--- src/logic/softusb_macros.svh ---
`ifndef SOFTUSB_MACROS_SVH
`define SOFTUSB_MACROS_SVH

// full speed at 48 MHz gives four usb_clk cycles per bit.
`define SOFTUSB_CLKS_PER_BIT 4

// a port counts as gone once SE0 has lasted this many cycles.
`define SOFTUSB_DISCON_CYCLES 128

// register map of the byte-wide microcontroller bus.
`define SOFTUSB_REG_LINE_A      6'h00
`define SOFTUSB_REG_LINE_B      6'h01
`define SOFTUSB_REG_DISCON_A    6'h02
`define SOFTUSB_REG_DISCON_B    6'h03
`define SOFTUSB_REG_PORT_SEL_RX 6'h04
`define SOFTUSB_REG_PORT_SEL_TX 6'h05
`define SOFTUSB_REG_TX_DATA     6'h06
`define SOFTUSB_REG_TX_PENDING  6'h07 // bit 1 holds the underrun flag.
`define SOFTUSB_REG_TX_VALID    6'h08
`define SOFTUSB_REG_GEN_RESET   6'h09
`define SOFTUSB_REG_RX_DATA     6'h0A
`define SOFTUSB_REG_RX_PENDING  6'h0B
`define SOFTUSB_REG_RX_ACTIVE   6'h0C

`endif
--- src/logic/softusb_pkg.sv ---
package softusb_pkg;

	// bus state of one port, coded as {vm, vp}.
	typedef enum logic [1:0] {
		LS_SE0 = 2'b00, // both lines low, reset or end of packet.
		LS_J   = 2'b01, // idle level at full speed.
		LS_K   = 2'b10,
		LS_SE1 = 2'b11  // illegal on a healthy bus.
	} line_state_t;

	// the two single-ended lines of a port.
	// vp sits in bit 0 so that a cast to line_state_t reads directly.
	typedef struct packed {
		logic vm;
		logic vp;
	} usb_pins_t;

	// byte handed from the register file to the transmit encoder.
	typedef struct packed {
		logic       valid; // firmware still has bytes for this packet.
		logic [7:0] data;
	} tx_byte_t;

	// byte handed from the receive decoder to the register file.
	typedef struct packed {
		logic       active; // high between SYNC and EOP.
		logic       strobe; // one cycle, data is a complete byte.
		logic [7:0] data;
	} rx_byte_t;

endpackage

--- src/logic/softusb_sie.sv ---
`timescale 1ns/1ps
`include "softusb_macros.svh"

module softusb_sie
	import softusb_pkg::*;
(
	input  logic       usb_clk,
	input  logic       usb_rst,

	input  logic       io_re,
	input  logic       io_we,
	input  logic [5:0] io_a,
	input  logic [7:0] io_di,
	output logic [7:0] io_do,

	output logic       usba_spd,
	output logic       usba_oe_n,
	input  logic       usba_rcv,
	input  usb_pins_t  usba_pins_in,
	output usb_pins_t  usba_pins_out,

	output logic       usbb_spd,
	output logic       usbb_oe_n,
	input  logic       usbb_rcv,
	input  usb_pins_t  usbb_pins_in,
	output usb_pins_t  usbb_pins_out
);

	line_state_t line_state_a;
	line_state_t line_state_b;
	line_state_t rx_line_state;
	logic discon_a;
	logic discon_b;

	logic       port_sel_rx;  // 0 listens on port A, 1 on port B.
	logic [1:0] port_sel_tx;  // one enable bit per port.

	tx_byte_t  tx;
	logic      tx_ready;
	logic      tx_pending;
	logic      tx_underrun;   // a byte went out twice because none was written in time.
	logic      generate_reset;

	rx_byte_t  rx;
	logic [7:0] data_in;
	logic      rx_pending;

	usb_pins_t enc_pins;
	logic      enc_oe_n;

	assign usba_spd = 1'b1; // full speed only.
	assign usbb_spd = 1'b1;

	assign rx_line_state = port_sel_rx ? line_state_b : line_state_a;

	// ports that are not selected stay released and show idle.
	assign usba_pins_out = port_sel_tx[0] ? enc_pins : usb_pins_t'(LS_J);
	assign usba_oe_n     = port_sel_tx[0] ? enc_oe_n : 1'b1;
	assign usbb_pins_out = port_sel_tx[1] ? enc_pins : usb_pins_t'(LS_J);
	assign usbb_oe_n     = port_sel_tx[1] ? enc_oe_n : 1'b1;

	always_ff @(posedge usb_clk) begin
		if (usb_rst) begin
			port_sel_rx    <= 1'b0;
			port_sel_tx    <= 2'b00;
			tx.valid       <= 1'b0;
			tx_pending     <= 1'b0;
			tx_underrun    <= 1'b0;
			generate_reset <= 1'b0;
			rx_pending     <= 1'b0;
			io_do          <= 8'd0;
		end else begin
			// read data is registered, so it follows io_a by one cycle.
			case (io_a)
				`SOFTUSB_REG_LINE_A:      io_do <= {6'd0, line_state_a};
				`SOFTUSB_REG_LINE_B:      io_do <= {6'd0, line_state_b};
				`SOFTUSB_REG_DISCON_A:    io_do <= {7'd0, discon_a};
				`SOFTUSB_REG_DISCON_B:    io_do <= {7'd0, discon_b};
				`SOFTUSB_REG_PORT_SEL_RX: io_do <= {7'd0, port_sel_rx};
				`SOFTUSB_REG_PORT_SEL_TX: io_do <= {6'd0, port_sel_tx};
				`SOFTUSB_REG_TX_DATA:     io_do <= tx.data;
				`SOFTUSB_REG_TX_PENDING:  io_do <= {6'd0, tx_underrun, tx_pending};
				`SOFTUSB_REG_TX_VALID:    io_do <= {7'd0, tx.valid};
				`SOFTUSB_REG_GEN_RESET:   io_do <= {7'd0, generate_reset};
				`SOFTUSB_REG_RX_DATA: begin
					io_do <= data_in;
					if (io_re)
						rx_pending <= 1'b0; // a read of the byte acknowledges it.
				end
				`SOFTUSB_REG_RX_PENDING:  io_do <= {7'd0, rx_pending};
				`SOFTUSB_REG_RX_ACTIVE:   io_do <= {7'd0, rx.active};
				default:                  io_do <= 8'd0;
			endcase

			// encoder took the byte. An empty register here means an underrun.
			if (tx_ready) begin
				tx_pending <= 1'b0;
				if (!tx_pending)
					tx_underrun <= 1'b1;
			end

			// writes come after tx_ready so a byte written in the same cycle is kept.
			if (io_we) begin
				case (io_a)
					`SOFTUSB_REG_PORT_SEL_RX: port_sel_rx <= io_di[0];
					`SOFTUSB_REG_PORT_SEL_TX: port_sel_tx <= io_di[1:0];
					`SOFTUSB_REG_TX_DATA: begin
						tx.data     <= io_di;
						tx.valid    <= 1'b1;
						tx_pending  <= 1'b1;
						tx_underrun <= 1'b0;
					end
					`SOFTUSB_REG_TX_VALID:    tx.valid <= 1'b0; // last byte, EOP follows.
					`SOFTUSB_REG_GEN_RESET:   generate_reset <= io_di[0];
					default: ;
				endcase
			end

			// a new byte wins over a read acknowledge in the same cycle.
			if (rx.strobe) begin
				data_in    <= rx.data;
				rx_pending <= 1'b1;
			end
		end
	end

	softusb_line_rx line_rx_a (
		.usb_clk    (usb_clk),
		.usb_rst    (usb_rst),
		.pins       (usba_pins_in),
		.line_state (line_state_a),
		.discon     (discon_a)
	);

	softusb_line_rx line_rx_b (
		.usb_clk    (usb_clk),
		.usb_rst    (usb_rst),
		.pins       (usbb_pins_in),
		.line_state (line_state_b),
		.discon     (discon_b)
	);

	softusb_rx_decode rx_decode (
		.usb_clk    (usb_clk),
		.usb_rst    (usb_rst),
		.line_state (rx_line_state),
		.rx         (rx)
	);

	softusb_tx_encode tx_encode (
		.usb_clk        (usb_clk),
		.usb_rst        (usb_rst),
		.tx             (tx),
		.generate_reset (generate_reset),
		.tx_ready       (tx_ready),
		.pins           (enc_pins),
		.oe_n           (enc_oe_n)
	);

endmodule

--- src/logic/softusb_tx_encode.sv ---
`timescale 1ns/1ps
`include "softusb_macros.svh"

module softusb_tx_encode
	import softusb_pkg::*;
(
	input  logic      usb_clk,
	input  logic      usb_rst,
	input  tx_byte_t  tx,
	input  logic      generate_reset,
	output logic      tx_ready,
	output usb_pins_t pins,
	output logic      oe_n
);

	typedef enum logic [2:0] {
		ST_IDLE,  // bus released, pins at J.
		ST_DATA,  // sending a data bit.
		ST_STUFF, // sending an inserted zero.
		ST_EOP,   // two bits of SE0 then one bit of J.
		ST_RESET  // SE0 for as long as bus reset is asked for.
	} tx_state_t;

	localparam int TMR_W = $clog2(`SOFTUSB_CLKS_PER_BIT);
	localparam logic [TMR_W-1:0] TMR_LAST = TMR_W'(`SOFTUSB_CLKS_PER_BIT - 1);

	tx_state_t state;
	logic [TMR_W-1:0] bit_tmr;
	logic [7:0] sreg;    // bits still to send sit at the bottom.
	logic [3:0] nbits;   // how many of them are left.
	logic [2:0] ones;    // run of ones sent so far.
	logic       level;   // current NRZI level, 1 is J.
	logic [1:0] eop_cnt;
	logic bit_end;
	logic need_stuff;
	logic byte_done;
	logic start;
	logic reload;
	logic send_bit;
	logic next_level;

	// J for a high level and K for a low one.
	function automatic usb_pins_t line_drive(input logic lvl);
		return lvl ? usb_pins_t'(LS_J) : usb_pins_t'(LS_K);
	endfunction

	assign bit_end    = (bit_tmr == TMR_LAST);
	assign need_stuff = (state == ST_DATA) && (ones == 3'd6);
	assign byte_done  = (nbits == 4'd0);

	// first byte of a packet, taken straight from idle.
	assign start = (state == ST_IDLE) && tx.valid;

	// next byte, taken at the end of the last bit of the previous one.
	// with no fresh write the old byte goes out again, which the register file flags.
	assign reload = ((state == ST_DATA) || (state == ST_STUFF)) && bit_end &&
		!need_stuff && byte_done && tx.valid;

	assign tx_ready = !generate_reset && (start || reload);

	// a new byte sends its bit 0 at once, otherwise the shifter's lowest bit goes.
	assign send_bit   = tx_ready ? tx.data[0] : sreg[0];
	assign next_level = send_bit ? level : ~level; // a zero toggles the line.

	always_ff @(posedge usb_clk) begin
		if (usb_rst) begin
			state   <= ST_IDLE;
			bit_tmr <= '0;
			ones    <= '0;
			level   <= 1'b1;
			pins    <= usb_pins_t'(LS_J);
			oe_n    <= 1'b1;
		end else if (generate_reset) begin
			// bus reset overrides anything in flight.
			state   <= ST_RESET;
			bit_tmr <= '0;
			pins    <= usb_pins_t'(LS_SE0);
			oe_n    <= 1'b0;
		end else begin
			// the timer sits at zero in idle so the first bit gets full length.
			bit_tmr <= (state == ST_IDLE || bit_end) ? '0 : bit_tmr + 1'b1;

			case (state)
				ST_IDLE: begin
					if (start) begin
						level <= next_level;
						pins  <= line_drive(next_level);
						ones  <= send_bit ? ones + 1'b1 : 3'd0;
						sreg  <= {1'b0, tx.data[7:1]};
						nbits <= 4'd7;
						oe_n  <= 1'b0; // drive the port from the first bit.
						state <= ST_DATA;
					end
				end
				ST_DATA, ST_STUFF: begin
					if (bit_end) begin
						if (need_stuff) begin
							level <= ~level; // the inserted zero.
							pins  <= line_drive(~level);
							ones  <= '0;
							state <= ST_STUFF;
						end else if (!byte_done || reload) begin
							level <= next_level;
							pins  <= line_drive(next_level);
							ones  <= send_bit ? ones + 1'b1 : 3'd0;
							sreg  <= reload ? {1'b0, tx.data[7:1]} : {1'b0, sreg[7:1]};
							nbits <= reload ? 4'd7 : nbits - 1'b1;
							state <= ST_DATA;
						end else begin
							pins    <= usb_pins_t'(LS_SE0);
							eop_cnt <= '0;
							state   <= ST_EOP;
						end
					end
				end
				ST_EOP: begin
					if (bit_end) begin
						if (eop_cnt == 2'd1) begin
							pins    <= usb_pins_t'(LS_J); // after two SE0 bits.
							level   <= 1'b1;
							eop_cnt <= 2'd2;
						end else if (eop_cnt == 2'd2) begin
							oe_n  <= 1'b1; // J bit done, let go of the bus.
							ones  <= '0;
							state <= ST_IDLE;
						end else begin
							eop_cnt <= eop_cnt + 1'b1;
						end
					end
				end
				ST_RESET: begin
					// only reached once generate_reset has dropped.
					pins  <= usb_pins_t'(LS_J);
					oe_n  <= 1'b1;
					level <= 1'b1;
					ones  <= '0;
					state <= ST_IDLE;
				end
				default: state <= ST_IDLE;
			endcase
		end
	end

endmodule

--- src/logic/softusb_rx_decode.sv ---
`timescale 1ns/1ps
`include "softusb_macros.svh"

module softusb_rx_decode
	import softusb_pkg::*;
(
	input  logic        usb_clk,
	input  logic        usb_rst,
	input  line_state_t line_state,
	output rx_byte_t    rx
);

	// the phase counter wraps on its own, which needs a power of two bit length.
	localparam int PHASE_W = $clog2(`SOFTUSB_CLKS_PER_BIT);
	localparam logic [PHASE_W-1:0] SAMPLE_AT = PHASE_W'(`SOFTUSB_CLKS_PER_BIT / 2);
	localparam logic [7:0] SYNC_PATTERN = 8'h80; // seven zeros then a one, LSB first.

	line_state_t prev_state;  // line state one cycle ago, for edge detection.
	line_state_t last_level;  // J or K seen at the previous sample point.
	logic [PHASE_W-1:0] phase;
	logic is_data;
	logic edge_seen;
	logic sample;
	logic rx_bit;
	logic [7:0] hunt;         // last eight decoded bits while searching for SYNC.
	logic [7:0] hunt_next;
	logic [7:0] shreg;        // byte being assembled, filled from the top.
	logic [2:0] bit_cnt;      // data bits already in shreg.
	logic [2:0] ones;         // run of ones, the seventh bit after six is a stuff bit.

	assign is_data = (line_state == LS_J) || (line_state == LS_K);

	// only a J/K change carries timing, SE0 at the end of a packet does not.
	assign edge_seen = is_data && (line_state != prev_state);

	// the bit middle lies two cycles after its leading edge.
	assign sample = !edge_seen && (phase == SAMPLE_AT);

	assign rx_bit = (line_state == last_level); // NRZI, no change is a one.
	assign hunt_next = {rx_bit, hunt[7:1]};

	always_ff @(posedge usb_clk) begin
		if (usb_rst) begin
			prev_state <= LS_J;
			last_level <= LS_J;
			phase      <= '0;
			hunt       <= '1;
			ones       <= '0;
			bit_cnt    <= '0;
			rx.strobe  <= 1'b0;
			rx.active  <= 1'b0;
		end else begin
			prev_state <= line_state;
			rx.strobe  <= 1'b0; // strobe lasts a single cycle.

			// restart the bit on each edge, else free-run across runs of ones.
			phase <= edge_seen ? PHASE_W'(1) : phase + 1'b1;

			if (sample) begin
				if (line_state == LS_SE0 || line_state == LS_SE1) begin
					// end of packet, a partial byte is dropped.
					rx.active  <= 1'b0;
					hunt       <= '1;
					last_level <= LS_J; // the bus returns to J after EOP.
				end else if (!rx.active) begin
					last_level <= line_state;
					hunt       <= hunt_next;
					if (hunt_next == SYNC_PATTERN) begin
						rx.active <= 1'b1;
						bit_cnt   <= '0;
						ones      <= 3'd1; // the SYNC's last one counts toward stuffing.
					end
				end else if (ones == 3'd6) begin
					// this is the stuffed zero, it carries no data.
					last_level <= line_state;
					ones       <= '0;
				end else begin
					last_level <= line_state;
					shreg      <= {rx_bit, shreg[7:1]};
					bit_cnt    <= bit_cnt + 1'b1;
					ones       <= rx_bit ? ones + 1'b1 : 3'd0;
					if (bit_cnt == 3'd7) begin
						rx.data   <= {rx_bit, shreg[7:1]}; // eighth bit completes the byte.
						rx.strobe <= 1'b1;
					end
				end
			end
		end
	end

endmodule

--- src/logic/softusb_line_rx.sv ---
`timescale 1ns/1ps
`include "softusb_macros.svh"

module softusb_line_rx
	import softusb_pkg::*;
(
	input  logic        usb_clk,
	input  logic        usb_rst,
	input  usb_pins_t   pins,
	output line_state_t line_state,
	output logic        discon
);

	localparam int CNT_W = $clog2(`SOFTUSB_DISCON_CYCLES);
	localparam logic [CNT_W-1:0] CNT_LAST = CNT_W'(`SOFTUSB_DISCON_CYCLES - 1);

	usb_pins_t sync_q1; // first stage, may go metastable.
	usb_pins_t sync_q2; // second stage, safe to use.
	logic [CNT_W-1:0] se0_cnt;

	// the second flop feeds the decoder, so line state lags the pins by two cycles.
	assign line_state = line_state_t'({sync_q2.vm, sync_q2.vp});

	always_ff @(posedge usb_clk) begin
		if (usb_rst) begin
			sync_q1 <= usb_pins_t'(LS_J); // start from idle so no false SE0 is seen.
			sync_q2 <= usb_pins_t'(LS_J);
			se0_cnt <= '0;
			discon  <= 1'b0;
		end else begin
			sync_q1 <= pins;
			sync_q2 <= sync_q1;

			// a device pulls one line high, so a long SE0 means nothing is attached.
			if (line_state == LS_SE0) begin
				if (se0_cnt == CNT_LAST) begin
					discon <= 1'b1; // counter parks here until SE0 ends.
				end else begin
					se0_cnt <= se0_cnt + 1'b1;
				end
			end else begin
				// any J, K or SE1 means something is driving the port.
				se0_cnt <= '0;
				discon  <= 1'b0;
			end
		end
	end

endmodule

--- config.mk ---
export PLATFORM = sky130hd
export DESIGN_NAME = softusb_sie
export DESIGN_NICKNAME = d
export VERILOG_FILES = /design/src/logic/softusb_pkg.sv /design/src/logic/softusb_sie.sv /design/src/logic/softusb_tx_encode.sv /design/src/logic/softusb_rx_decode.sv /design/src/logic/softusb_line_rx.sv
export VERILOG_INCLUDE_DIRS = /design/src /design/src/logic
export SDC_FILE = /design/constraint.sdc
export NUM_CORES = 1
export LEC_CHECK = 0
export ABC_AREA = 0
export BUFFER_PORTS_ARGS = -buffer_cell sky130_fd_sc_hd__buf_2
export CORE_MARGIN = 1
export CORE_UTILIZATION = 54
export CTS_CLUSTER_DIAMETER = 50
export CTS_CLUSTER_SIZE = 8
export DETAILED_ROUTE_END_ITERATION = 6
export PLACE_DENSITY = 0.87
export SYNTH_ARGS = -nofsm -noshare
export SYNTH_HDL_FRONTEND = slang
export SYNTH_SLANG_ARGS = --single-unit
--- constraint.sdc ---
create_clock -name usb_clk -period 4.6 [get_ports usb_clk]
set_input_delay 0 -clock usb_clk [delete_from_list [all_inputs] [get_ports usb_clk]]
set_output_delay 0 -clock usb_clk [all_outputs]
set_load 0.02 [all_outputs]
; Yosys cells after proc, flatten, opt, wreduce, memory -nomap -nowiden
; Cells that the tools add are included.
[op_classes]
add_sub_neg = 9
n_eq_ne = 50
mux = 91
n_bitwise = 9
n_reduce_logical = 62
[op_table]
columns = op, n
row1 = $pmux W8 S13, 1
row2 = $mux W3, 19
row3 = $mux W8, 6
row4 = $mux W2, 19
row5 = $eq A6 B4 Y1 const B, 5
row6 = $mux W1, 30
row7 = $reduce_and A5 Y1, 6
row8 = $eq A6 B3 Y1 const B, 4
row9 = $mux W4, 5
row10 = $ne A3 B2 Y1 const B, 6
row11 = $pmux W8 S2, 1
row12 = $reduce_and A8 Y1, 2
row13 = $add A7 B1 Y7 const B, 2
row14 = $eq A7 B7 Y1 const B, 2
row15 = $reduce_and A2 Y1, 7
row16 = $reduce_and A7 Y1, 2
row17 = $eq A3 B3 Y1 const B, 4
row18 = $eq A6 B2 Y1 const B, 2
row19 = $ne A2 B1 Y1 const B, 6
row20 = $pmux W3 S4, 1
row21 = $reduce_bool A2 Y1, 6
row22 = $eq A2 B2 Y1 const B, 5
row23 = $ne A2 B2 Y1 const B, 5
row24 = $reduce_or A2 Y1, 5
row25 = 36 further kinds, 70
[totals]
ff_bits = 120
input_bits = 24
out_inout_bits = 16
elab_cells = 265

; Longest topological paths before layout
[logic_depth]
depth_word = 16
mapped_depth = 10

; By module
; Synthesis repeated with hierarchy kept, for this count alone.
[unflattened]
cells_unflattened = 517
area_unflattened_um2 = 5425.2
[modules_own_cells]
columns = mod, instances, cells_each, area_per_inst_um2, seq_area_each_um2
row1 = softusb_tx_encode, 1, 177, 1620.3, 630.6
row2 = softusb_rx_decode, 1, 127, 1467.7, 870.8
row3 = softusb_sie, 1, 125, 1413.9, 800.8
row4 = softusb_line_rx, 2, 44, 461.7, 240.2

; Worst setup path before layout
; OpenSTA, ideal clock, no wires.
[synth_timing]
path_type = reg2reg
startpoint = reg tx_encode.nbits[0]
endpoint = reg tx_encode.nbits[0], enable pin
setup_ps = 441
arrival_time_ps = 3842
slack_ps = 316
stages_incl_launch_ff = 7
n_path_buf = 0
synth_period_minus_slack_ps = 4284
path_cell_list = edfxtp_1 > inv_1 > ha_1 > or3b_2 > o31ai_2 > clkinv_1 > a2111oi_0
[synth_via]
elab_chain_cells = 6
elab_cells_between_ends = 7
[synth_rtl]
columns = element, line
row1 = "start, declared", softusb_tx_encode.sv:30  ; logic [3:0] nbits;
row2 = "start signal, assigned", softusb_tx_encode.sv:107  ; nbits <= reload ? 4'd7 : nbits - 1'b1;
row3 = $logic_not A4 Y1 *, softusb_tx_encode.sv:49  ; assign byte_done = (nbits == 4'd0);
row4 = $logic_and A1 B1 Y1 (2 in a row), softusb_tx_encode.sv:57  ; !need_stuff && byte_done && tx.valid;
row5 = $logic_or A1 B1 Y1 *, softusb_tx_encode.sv:102  ; end else if (!byte_done || reload) begin
row6 = $ne A2 B1 Y1 (no line) *, --
row7 = $reduce_and A7 Y1 (no line) *, --
; Every way passes the cells marked *; elsewhere a longest branch is shown, timed or not.
; A chain may end at the register's enable or synchronous reset.

; Final worst setup path
[layout_timing]
startpoint = reg port_sel_rx
endpoint = reg, netlist name rx_decode.rx[0]
[layout_via]
elab_chain_cells = 7
elab_cells_between_ends = 13
[layout_rtl]
columns = element, line
row1 = "start, declared", softusb_sie.sv:35  ; logic port_sel_rx;
row2 = "start signal, assigned", softusb_sie.sv:105  ; `SOFTUSB_REG_PORT_SEL_RX: port_sel_rx <= io_di[0];
row3 = $mux W2 *, softusb_sie.sv:54  ; assign rx_line_state = port_sel_rx ? line_state_b : line_state_a;
row4 = named net rx_decode.line_state[1], softusb_rx_decode.sv:9  ; input line_state_t line_state,
row5 = $eq A2 B1 Y1 / $eq A2 B2 Y1 (equally long branches), softusb_rx_decode.sv:31  ; assign is_data = (line_state == LS_J) || (line_state == LS_K);
row6 = $logic_or A1 B1 Y1, softusb_rx_decode.sv:31
row7 = $logic_and A1 B1 Y1, softusb_rx_decode.sv:34  ; assign edge_seen = is_data && (line_state != prev_state);
row8 = $logic_not A1 Y1, softusb_rx_decode.sv:37  ; assign sample = !edge_seen && (phase == SAMPLE_AT);
row9 = $logic_and A1 B1 Y1, softusb_rx_decode.sv:37
row10 = $reduce_and A6 Y1 (no line) *, --
; Mark *: on every way through the listed nets, which the timed path passes. The rest lies on a longest branch.

==> reports/results.tsv <==
stage	metric	value	unit
routing	antenna-violating nets left	0	
setup_path	r2r setup slk	1.08	ns
synthesis	number of synthesized flops with an enable pin	44	
synthesis	Post-Syn Area per Cell	9.94	um2
timing	Tightest Pin Transition	0.848	ns
timing	Hold Slack	0.0753	ns
finish	Finished Layout Cells	723	
placed_design	IO buf count	35	
floorplanning	Die ar.	10000	um2
routing	DRT Pass-1 Iters	4	
finish	Final nets	621	
global_routing	GR Util All Layers	0.260	
setup_path	Worst R2R End	rx_decode.rx[0]	
setup_path	crit path max fanout	14	
setup_path	Setup CP Type	reg2reg	
floorplanning	Die H	100	um
timing	RSZ-0062 raised after global routing	false	
hold_path	Worst Hold Class	in2reg	
setup_path	reg2reg path depth	9	
setup_path	crit path from	port_sel_rx	
clock_tree	clock buffer depth	2	
power	Max IR drop VDD	0.224	mV
finish	Post-Route Utilization	0.676	
timing	final count of negative-setup-slack endpoints	0	
timing	setup_tns	0	ns
routing	Routed WL	12.3	mm
global_routing	first-pass GRT wire length	20.0	mm
synthesis	post-synthesis instance area	5210	um2
power	Logic pwr share	0.053	
floorplanning	core area	9280	um2
finish	register area	2780	um2
routing	routed vias/inst	5.88	
hold_path	Hold Path Sink	generate_reset	
timing	Final Max Tran Viols	0	
power	Flop pwr share	0.430	
setup_path	Worst setup EP type	register	
hold_path	hold_sp	io_a[2]	
routing	DR WL/cell	17.0	um
placed_design	dpl hpwl	7.37	mm
routing	Detailed Route Iter0 Violations	264	
global_routing	vias in the first global route	4165	
global_routing	initial antenna violation count	0	
setup_path	Critical Path RT	4.79	ns
clock_tree	H-tree levels	4	
setup_path	CP arrival	3.70	ns
floorplanning	initial core utilization	0.561	
power	power share of the clock group	0.517	
finish	antenna cells	0	
placed_design	GPL Wtd Cong	0.859	
floorplanning	Ports	40	
run	Max Cap Violations	0	
power	Pwr per Cell Area	407	nW/um2
power	switching fraction of total power	0.228	
synthesis	ys flop type	dfxtp_1	
power	Final Power	2.55	mW
clock_tree	hold buffer count at cts	23	
routing	# DRC	0	
synthesis	total number of yosys warnings	0	
floorplanning	Std-Cell Rows	35	
timing	post-layout minimum cycle time	3.52	ns
setup_path	reg-to-reg startpoint	port_sel_rx	
finish	area grow syn2layout	20.4	%
finish	multi-input logic area	2230	um2
timing	relative slew slack	0.433	
timing	FMAX	284	MHz
setup_path	Startpoint Class	register	
clock_tree	clock transition at the registers of the reported paths	0.06	ns
global_routing	GRT Residual Overflow	0	
timing	Hold Vio Cnt, Final	0	
global_routing	pin count of the biggest net entering global routing	44	
clock_tree	worst-skew pair later-pin latency	0.52	ns
synthesis	Yosys reg bits	117	
outcome	run status	finished clean	
finish	layout cells sized above 1	0.150	
timing	Layout Skew	0.0103	ns
clock_tree	CTS tree	done	
routing	Via Count	4251	
power	Leak	2.38	nW
timing	Tcrit/Tclk final	0.764	
clock_tree	CTS Sinks	117	
synthesis	unique cell type count in the Yosys netlist	61	
synthesis	FFs w/ async S/R, synth	0	
finish	Fill cells	647	
power	Internal	1.97	mW
clock_tree	post-CTS setup buffer count	0	
clock_tree	CTS Buf Count	17	
synthesis	Post-Syn Instances	524	
clock_tree	root buf cell	clkbuf_8	
synthesis	Seq/Total Area, Yosys	0.534	
placed_design	Placed Instances	668	
floorplanning	die width	100	um
hold_path	Hold Path Depth	4	
power	Sw Pwr	0.582	mW
clock_tree	post_cts resized	0	
## sequential cells by signal (all words and copies together) (netlist names), 7 cells and up
register	flops
rx_decode.shreg	7
io_do	8
line_rx_a.se0_cnt	7
rx_decode.hunt	7
tx	9
line_rx_b.se0_cnt	7
data_in	8
tx_encode.sreg	7
rx_decode.rx	10
## routing by layer
layer	vias up	global-route usage	routed length, um
met5	-	0	0
met1	2036	0.288	4920
met4	0	0.125	440
met3	40	0.0864	799
li1	1987	-	-
met2	188	0.449	6130
## how the worst max path moves through the flow
stage / end / depth (start not counted) / slack (ns)
after global placement: rx_decode.rx[4] / 9 / 1.30
after CTS: rx_decode.rx[7] / 9 / 1.09
after detailed placement: rx_decode.rx[1] / 9 / 1.13
after global routing: rx_decode.rx[2] / 9 / 0.81
final: rx_decode.rx[0] / 9 / 1.08
after floorplan: tx_encode.nbits[0] / 6 / 0.32
## synthesized netlist by cell type, types with 3 or more instances
cell       n  share of area
o21ai_0   20          0.019
a21oi_1   23          0.022
and2_1     8         0.0096
nand4_1   10          0.012
ha_1      16          0.038
or3_1      5         0.0060
inv_1     17          0.012
a22oi_1    8          0.012
nor3_1    26          0.025
or2_2      4         0.0048
a211oi_1   7          0.010
nor3b_1    3         0.0043
clkbuf_8   3         0.0079
nand3_1   13          0.012
nor2b_1   12          0.014
mux2_2     3         0.0065
edfxtp_1  44           0.25
nor2_1    52          0.037
xor2_1     8          0.013
nand2b_1  12          0.014
dfxtp_1   73           0.28
and3_1     7         0.0084
mux2i_1   11          0.021
xnor2_1    4         0.0067
clkbuf_1  17          0.012
nand2_1   58          0.042
a31oi_1   12          0.014
## worst max-delay path, cell delays in order, from the launching register on
cell     delay [ns]
dfxtp_1        0.46
mux2i_2        0.39
inv_1          0.13
ha_1           0.54
and2b_2        0.26
mux2i_1        0.19
nand3_2        0.21
nor4b_1        0.41
buf_4          0.24
and2_1         0.35
## cells in the final DEF (no fill, tap or decap), drive strengths merged, types with 3 or more instances in the layout
master	Yosys	routed
inv	17	20
or3	5	5
xor2	8	8
o21ai	20	20
o31ai	3	3
nand3	14	14
dfxtp	73	73
a31oi	12	12
a21oi	23	23
mux2	3	3
nor2	52	52
nand2	58	58
edfxtp	44	44
and2	9	9
nor2b	12	12
or2	4	4
buf	5	39
and3	7	7
nand4	10	10
a22oi	8	8
dlygate4sd3	0	23
clkinv	1	7
mux2i	13	13
ha	16	16
xnor2	4	4
clkbuf	20	18
bufinv	0	3
nand2b	12	12
nor3b	3	3
nor3	26	26
a211oi	7	7
## power by group through the flow
stage | Sequential, mW | Combinational, mW | Clock [mW]
after global routing | 1.10 | 0.150 | 1.37
after floorplan | 1.11 | 0.0899 | 0
final | 1.10 | 0.136 | 1.32
after detailed placement | 1.12 | 0.116 | 0
after global placement | 1.12 | 0.111 | 0
after CTS | 1.09 | 0.132 | 1.32
## stage by stage
| step | instance area (um2) | setup slack (ns) |
|---|---|---|
| after floorplan | 5210 | 0.316 |
| after global placement | 5450 | 1.30 |
| after detailed placement | 5450 | 1.13 |
| after CTS | 6270 | 1.09 |
| after global routing | 6270 | 0.807 |
| final | 6270 | 1.08 |
## cell type report
cell class | count | share of cell area
clock inverter | 14 | 0.0281
sequential | 117 | 0.444
timing repair buffer | 62 | 0.0694
clock buffer | 18 | 0.0666
inverter | 18 | 0.0108
tap | 129 | 0.0257
multi-input combinational | 365 | 0.356
## cell families after synthesis
kind of cell | Yosys count | synth area share
other | 1 | 0.000720
buffers and inverters | 43 | 0.0396
AO/OA/AOI/OAI | 91 | 0.111
XOR/XNOR | 12 | 0.0202
AND/OR/NAND/NOR | 227 | 0.218
flip-flops | 117 | 0.534
adder cells (fa/ha/maj) | 16 | 0.0384
multiplexers | 17 | 0.0379
Note: power is estimated with default switching activity, not from simulation.
